**src/rs_consts.svh**
```systemverilog
`ifndef RS_CONSTS_SVH
`define RS_CONSTS_SVH

// Station geometry
`define RS_DEPTH 16
`define RS_WINDOW 8
`define RS_WAKE_PORTS 4

// Slot index must cover RS_DEPTH exactly so pointers wrap for free
`define RS_IDX_W 4

// Field widths
`define RS_TAG_W 8
`define RS_PC_W 32

`endif

```
**src/rs_pkg.sv**
```systemverilog
`include "rs_consts.svh"

package rs_pkg;

    typedef logic [`RS_TAG_W-1:0] tag_t; // Physical register tag
    typedef logic [`RS_PC_W-1:0] pc_t;
    typedef logic [`RS_IDX_W-1:0] rs_idx_t; // Slot index
    typedef logic [`RS_IDX_W:0] rs_count_t; // 0 .. RS_DEPTH

    // Dispatch payload from rename
    typedef struct packed {
        pc_t  pc;
        tag_t rd;
        tag_t src1;
        tag_t src2;
        logic src1_ready;
        logic src2_ready;
    } rs_dispatch_t;

    // Entry as stored and as sent to the multiplier
    typedef struct packed {
        pc_t  pc;
        tag_t rd;
        tag_t src1;
        tag_t src2;
    } rs_issue_t;

    // One result broadcast port
    typedef struct packed {
        logic valid;
        tag_t tag;
    } wake_t;

    typedef wake_t [`RS_WAKE_PORTS-1:0] wake_bus_t;

endpackage

```
**src/rs_entry_array.sv**
```systemverilog
`timescale 1ns/10ps
`include "rs_consts.svh"

module rs_entry_array import rs_pkg::*; (
    input  logic                 clk,
    input  logic                 reset,
    input  logic                 dispatch_valid,
    input  logic                 dispatch_ready,
    input  rs_dispatch_t         dispatch,
    input  rs_idx_t              tail,
    input  wake_bus_t            wake,
    input  logic                 issue_fire,
    input  rs_idx_t              issue_idx,
    output logic [`RS_DEPTH-1:0] busy,
    output logic [`RS_DEPTH-1:0] ready,
    output rs_issue_t            entries [0:`RS_DEPTH-1]
);

    logic [`RS_DEPTH-1:0] src1_rdy;
    logic [`RS_DEPTH-1:0] src2_rdy;
    logic accept;

    // True when any valid port broadcasts this tag
    function automatic logic tag_woken(input tag_t tag, input wake_bus_t bus);
        logic hit;
        hit = 1'b0;
        for (int p = 0; p < `RS_WAKE_PORTS; p++) begin
            if (bus[p].valid && (bus[p].tag == tag)) begin
                hit = 1'b1;
            end
        end
        return hit;
    endfunction

    assign accept = dispatch_valid && dispatch_ready;
    assign ready  = src1_rdy & src2_rdy;

    // Busy and operand ready state
    always_ff @(posedge clk) begin
        if (reset) begin
            busy     <= '0;
            src1_rdy <= '0;
            src2_rdy <= '0;
        end else begin
            for (int i = 0; i < `RS_DEPTH; i++) begin
                if (busy[i] && tag_woken(entries[i].src1, wake)) begin
                    src1_rdy[i] <= 1'b1;
                end
                if (busy[i] && tag_woken(entries[i].src2, wake)) begin
                    src2_rdy[i] <= 1'b1;
                end
            end
            if (issue_fire) begin
                busy[issue_idx] <= 1'b0; // Slot handed to issue register
            end
            if (accept) begin
                busy[tail] <= 1'b1;
                // Same-cycle broadcast counts as ready at dispatch
                src1_rdy[tail] <= dispatch.src1_ready || tag_woken(dispatch.src1, wake);
                src2_rdy[tail] <= dispatch.src2_ready || tag_woken(dispatch.src2, wake);
            end
        end
    end

    // Payload storage
    always_ff @(posedge clk) begin
        if (accept) begin
            entries[tail] <= '{
                pc:   dispatch.pc,
                rd:   dispatch.rd,
                src1: dispatch.src1,
                src2: dispatch.src2
            };
        end
    end

    // Tail from the queue control must never land on a live entry
    a_no_overwrite: assert property (
        @(posedge clk) disable iff (reset)
        accept |-> !busy[tail]
    ) else $error("rs_entry_array: dispatch into busy slot %0d", tail);

    // Issue select only picks live, fully woken entries
    a_issue_live: assert property (
        @(posedge clk) disable iff (reset)
        issue_fire |-> (busy[issue_idx] && ready[issue_idx])
    ) else $error("rs_entry_array: issue of idle slot %0d", issue_idx);

endmodule

```
**src/rs_issue_select.sv**
```systemverilog
`timescale 1ns/10ps
`include "rs_consts.svh"

module rs_issue_select import rs_pkg::*; (
    input  logic                 clk,
    input  logic                 reset,
    input  rs_idx_t              head,
    input  logic [`RS_DEPTH-1:0] busy,
    input  logic [`RS_DEPTH-1:0] ready,
    input  rs_issue_t            entries [0:`RS_DEPTH-1],
    input  logic                 issue_ready,
    output logic                 issue_valid,
    output rs_issue_t            issue,
    output logic                 issue_fire,
    output rs_idx_t              issue_idx
);

    logic    found;
    rs_idx_t pick;
    rs_idx_t slot;
    logic    reg_free;

    // Oldest ready entry within the window, head first
    always_comb begin
        found = 1'b0;
        pick  = head;
        slot  = head;
        for (int k = 0; k < `RS_WINDOW; k++) begin
            slot = head + rs_idx_t'(k); // Wraps at RS_DEPTH
            if (!found && busy[slot] && ready[slot]) begin
                found = 1'b1;
                pick  = slot;
            end
        end
    end

    // Output register empty or emptied this cycle
    assign reg_free = !issue_valid || issue_ready;

    assign issue_fire = found && reg_free;
    assign issue_idx  = pick;

    always_ff @(posedge clk) begin
        if (reset) begin
            issue_valid <= 1'b0;
        end else if (issue_fire) begin
            issue_valid <= 1'b1;
        end else if (issue_ready) begin
            issue_valid <= 1'b0;
        end
    end

    always_ff @(posedge clk) begin
        if (issue_fire) begin
            issue <= entries[pick];
        end
    end

    // Payload held under back-pressure
    a_issue_stable: assert property (
        @(posedge clk) disable iff (reset)
        (issue_valid && !issue_ready) |=> (issue_valid && $stable(issue))
    ) else $error("rs_issue_select: issue payload changed while stalled");

endmodule

```
**src/rs_mul_station.sv**
```systemverilog
`timescale 1ns/10ps
`include "rs_consts.svh"

module rs_mul_station import rs_pkg::*; (
    input  logic         clk,
    input  logic         reset,
    // Dispatch from rename
    input  logic         dispatch_valid,
    output logic         dispatch_ready,
    input  rs_dispatch_t dispatch,
    // Result broadcasts
    input  wake_bus_t    wake,
    // To the multiplier
    output logic         issue_valid,
    input  logic         issue_ready,
    output rs_issue_t    issue
);

    rs_idx_t              head;
    rs_idx_t              tail;
    logic [`RS_DEPTH-1:0] busy;
    logic [`RS_DEPTH-1:0] ready;
    rs_issue_t            entries [0:`RS_DEPTH-1];
    logic                 issue_fire;
    rs_idx_t              issue_idx;

    rs_queue_ctrl u_queue_ctrl (
        .clk            (clk),
        .reset          (reset),
        .dispatch_valid (dispatch_valid),
        .busy           (busy),
        .dispatch_ready (dispatch_ready),
        .head           (head),
        .tail           (tail)
    );

    rs_entry_array u_entry_array (
        .clk            (clk),
        .reset          (reset),
        .dispatch_valid (dispatch_valid),
        .dispatch_ready (dispatch_ready),
        .dispatch       (dispatch),
        .tail           (tail),
        .wake           (wake),
        .issue_fire     (issue_fire),
        .issue_idx      (issue_idx),
        .busy           (busy),
        .ready          (ready),
        .entries        (entries)
    );

    rs_issue_select u_issue_select (
        .clk            (clk),
        .reset          (reset),
        .head           (head),
        .busy           (busy),
        .ready          (ready),
        .entries        (entries),
        .issue_ready    (issue_ready),
        .issue_valid    (issue_valid),
        .issue          (issue),
        .issue_fire     (issue_fire),
        .issue_idx      (issue_idx)
    );

endmodule

```
**src/rs_queue_ctrl.sv**
```systemverilog
`timescale 1ns/10ps
`include "rs_consts.svh"

module rs_queue_ctrl import rs_pkg::*; (
    input  logic                 clk,
    input  logic                 reset,
    input  logic                 dispatch_valid,
    input  logic [`RS_DEPTH-1:0] busy,
    output logic                 dispatch_ready,
    output rs_idx_t              head,
    output rs_idx_t              tail
);

    rs_count_t count; // Slots between head and tail
    logic accept;
    logic reclaim;

    assign dispatch_ready = (count != rs_count_t'(`RS_DEPTH));
    assign accept = dispatch_valid && dispatch_ready;

    // Head slot already issued, so it can be given back
    assign reclaim = (count != '0) && !busy[head];

    always_ff @(posedge clk) begin
        if (reset) begin
            head  <= '0;
            tail  <= '0;
            count <= '0;
        end else begin
            if (accept) begin
                tail <= tail + 1'b1; // Wraps at RS_DEPTH
            end
            if (reclaim) begin
                head <= head + 1'b1;
            end
            case ({accept, reclaim})
                2'b10: begin
                    count <= count + 1'b1;
                end
                2'b01: begin
                    count <= count - 1'b1;
                end
                default: begin
                    count <= count; // Both or neither
                end
            endcase
        end
    end

    // Occupancy bound
    a_count_bound: assert property (
        @(posedge clk) disable iff (reset)
        count <= rs_count_t'(`RS_DEPTH)
    ) else $error("rs_queue_ctrl: occupancy %0d above depth", count);

endmodule

```
**config.mk**
```make
export PLATFORM = sky130hd
export DESIGN_NAME = rs_mul_station
export DESIGN_NICKNAME = d
export VERILOG_FILES = /design/src/rs_pkg.sv /design/src/rs_entry_array.sv /design/src/rs_issue_select.sv /design/src/rs_mul_station.sv /design/src/rs_queue_ctrl.sv
export VERILOG_INCLUDE_DIRS = /design/src
export SDC_FILE = /design/constraint.sdc
export NUM_CORES = 2
export LEC_CHECK = 0
export ABC_AREA = 1
export BUFFER_PORTS_ARGS = -buffer_cell sky130_fd_sc_hd__buf_2
export CELL_PAD_IN_SITES_DETAIL_PLACEMENT = 1
export CELL_PAD_IN_SITES_GLOBAL_PLACEMENT = 2
export CORE_AREA = 2 2 380 382
export CTS_CLUSTER_SIZE = 20
export DETAILED_ROUTE_END_ITERATION = 16
export DIE_AREA = 0 0 382 384
export PLACE_DENSITY_LB_ADDON = 0.05
export SETUP_SLACK_MARGIN = 0.3
export SYNTH_ARGS = -nofsm -noshare
export SYNTH_HDL_FRONTEND = slang
export SYNTH_SLANG_ARGS = --single-unit
```
**constraint.sdc**
```tcl
create_clock -name clk -period 5.3 [get_ports clk]
set_input_delay 1.06 -clock clk [delete_from_list [all_inputs] [get_ports clk]]
set_output_delay 1.06 -clock clk [all_outputs]
set_load 0.005 [all_outputs]
```
==> run summary <==
Run status: finished, final reports clean
Ranking of synthesized cells by area: edfxtp_1 51%, nand2_1 17%, o22ai_1 4.0%
CTS tree: done
Critical path peak fanout: 119
R2r worst-path depth: 22
Via count: 51700
Post-Syn Nets: 6652
Sequential area share after synthesis: 52.7%
Maximum clock path buffer count: 3
DRC Markers: 0
Synth area leader: edfxtp_1
Final instance area: 63500 um^2
Mapped Avg Cell Area: 8.65 um^2
Worst flop-to-flop path startpoint: u_queue_ctrl.head[1]
Final ANT Viol Nets: 0
I/O pins: 156
H-tree levels: 3
Layout cells sized above 1: 8.56%
Total gr overflow: 0
FP Rows: 139
CTS Root Cell: clkbuf_16
Reg clk slew, reported paths: 60 ps
Routed len/inst: 30.8 um
Hold Crit Depth: 2
Worst EP arrival: 5030 ps
Max Freq: 222 MHz
Final wirelength: 263 mm
DR pass1 iterations: 5
Starting DRT DRC Count: 6441
Synthesized area: 56600 um^2
Largest net degree at the start of global routing: 175
Crit end category: register
WS Path Type: reg2reg
Die Area: 147000 um^2
Hold Path Sink: u_entry_array.src2_rdy[6]
Yosys top cell area share: 50.5%
Hold slack: 476 ps
HP Class: reg2reg
Initial core utilization: 39.6%
Synthesized flop and latch total: 1014
Data required, critical path: 5820 ps
HPWL after DPL: 155 mm
CTS sink count: 1014
Nets: 6622
Hold Crit Start: u_entry_array.src2_rdy[6]
Final Max Tran Viols: 0
Ys async rst share: 0%
Worst rel slew slack: 8.09%
Distinct cells, synth: 52
Startpoint Class: register
Vias per std cell: 6.07
R2R Path End: u_issue_select.issue[24]
Cells after Synth: 6538
Final Hold Viols: 0
Die X: 382 um
GP Congestion: 0.965
Total GRT Usage: 35.0%
Finish-stage setup viols: 0
Layout Area Growth over Synthesis: 12.3%
# port buffers: 155
YS warnings: 0
Core area: 143000 um^2
Post-route setup TNS: 0 ps
Placed Area: 59400 um^2
Vias in the first global route: 50500
First-pass GRT wire length: 373 mm
Final period utilization: 85.1%
Tmin final: 4510 ps
Worst-Margin Slew: 1370 ps
Num CTS Buffers: 117
Reg2reg setup slack: 790 ps
Unrepaired setup endpoints after global routing: no
Skew-Pair Late Insertion Delay: 780 ps
EDFF count, synth: 952
Top_reg_cell synth: edfxtp_1
Die Ht: 384 um
Max-cap violations: 0
Clk_skew: 79.2 ps
Initial antenna violation count: 17
-- how the worst max path moves through the flow --
stage | slack [ps] | to | from
finish | 790 | u_issue_select.issue[24] | u_queue_ctrl.head[1]
global route | 390 | u_issue_select.issue[31] | u_queue_ctrl.head[1]
CTS | 550 | u_entry_array.busy[8] | u_queue_ctrl.head[0]
detailed placement | 590 | u_entry_array.busy[8] | u_queue_ctrl.head[0]
global placement | 540 | u_entry_array.busy[8] | u_queue_ctrl.head[0]
floorplan | 700 | u_entry_array.src1_rdy[15] | dispatch_valid
-- worst max-delay path, cell delays in order (launching register included) --
cell and delay (ps):
dfxtp_1 340, buf_4 250, ha_1 260, nand2_2 90
xor2_2 290, inv_1 160, nand3_1 130, nand3_1 80
nand2_1 130, nand3_2 130, nor2_4 180, nand4_2 140
nor2_4 210, nand2_1 160, nand2_4 140, clkinv_8 400
buf_12 480, nand2_1 150, nand2_1 60, nand2_1 60
nand2_1 60, inv_1 50, nand2_1 40
-- registers in the layout, indices dropped and copies added (netlist names) --
signal                      flops
u_queue_ctrl.tail               4
u_issue_select.issue_valid      1
u_entry_array.src1_rdy         16
u_issue_select.issue           56
u_entry_array.busy             16
u_queue_ctrl.head               4
u_entry_array.src2_rdy         16
u_queue_ctrl.count              5
u_entry_array.entries         896
-- per-layer routing --
metal	GRT usage (%)	share of wire, %	vias to the layer above
met1	48.1	42	25800
met5	0	0.024	-
li1	-	-	22400
met4	16.2	5.3	10
met3	6.64	9.5	696
met2	53.3	43	2752
-- Yosys cell counts, types with 4 or more instances --
cell type / instances
a41oi_1: 11
nor3_1: 25
a221oi_1: 116
o22a_1: 5
inv_1: 424
clkinv_1: 16
o221ai_1: 14
a2111oi_0: 72
nor2_1: 97
o2111ai_1: 75
nand2_1: 2631
a21oi_1: 206
nand2_2: 6
o21ai_0: 193
nand3_1: 242
inv_2: 5
ha_1: 15
xnor2_1: 160
edfxtp_1: 952
buf_4: 47
o31ai_1: 6
o21bai_1: 4
clkbuf_1: 276
o211ai_1: 14
a31oi_1: 16
buf_1: 41
xor2_1: 161
nand4_1: 47
and2_1: 8
buf_6: 6
dfxtp_1: 62
o21ai_1: 6
a211oi_1: 41
nor4_1: 37
buf_2: 114
o22ai_1: 365
-- cells by family (layout without fill, tap and decap cells) --
family                   after synthesis  count (layout)  share of synthesized area [%]
other                                  0               2                              0
AO/OA/AOI/OAI                       1152            1152                           13.3
buffers and inverters                931            1003                           6.83
AND/OR/NAND/NOR                     3103            3103                           21.7
XOR/XNOR                             322             322                           5.00
flip-flops                          1014            1014                           52.7
adder cells (fa/ha/maj)               16              16                          0.367
-- timing repair --
action,CTS,global route
resized for setup,0,3
hold buffers,0,0
setup endpoints to repair,0,37
hold endpoints to repair,0,0
setup buffers,0,0
-- placed cells by master, fill, tap and decap left out, types with 14 or more instances in the layout --
cell | synthesis | routed
dfxtp_1 | 62 | 61
bufinv_16 | 0 | 19
xnor2_1 | 160 | 160
o211ai_1 | 14 | 14
clkinv_1 | 16 | 44
clkinv_2 | 0 | 28
nor3_1 | 25 | 25
o21ai_0 | 193 | 193
a211oi_1 | 41 | 41
edfxtp_1 | 952 | 952
buf_12 | 0 | 32
a21oi_1 | 206 | 205
a2111oi_0 | 72 | 72
nand3_1 | 242 | 242
o221ai_1 | 14 | 14
xor2_1 | 161 | 160
nand2_1 | 2631 | 2630
inv_1 | 424 | 410
a221oi_1 | 116 | 116
nand4_1 | 47 | 47
a31oi_1 | 16 | 16
nor4_1 | 37 | 37
buf_4 | 47 | 148
o2111ai_1 | 75 | 75
ha_1 | 15 | 15
buf_2 | 114 | 155
clkbuf_16 | 0 | 118
o22ai_1 | 365 | 365
nor2_1 | 97 | 91
-- final cells by class --
cell class                 instances  area, um^2
fill                           16500       79300
inverter                         446        1730
multi-input combinational       4593       23000
tap                             1903        2380
clock buffer                     128        2990
sequential                      1014       29800
clock inverter                    93        1070
timing repair buffer             336        2540
antenna                            2        5.00
-- stage by stage --
step	cells	worst slack (ps)	util, %
finish	8515	790	44.5
global route	8513	395	44.5
CTS	8513	552	44.5
detailed placement	8292	585	41.6
global placement	8292	542	41.6
floorplan	6538	699	-
Power is left out: the tool's default activity adds up to more than one toggle a clock period on the data nets, which glitch-free logic cannot reach.
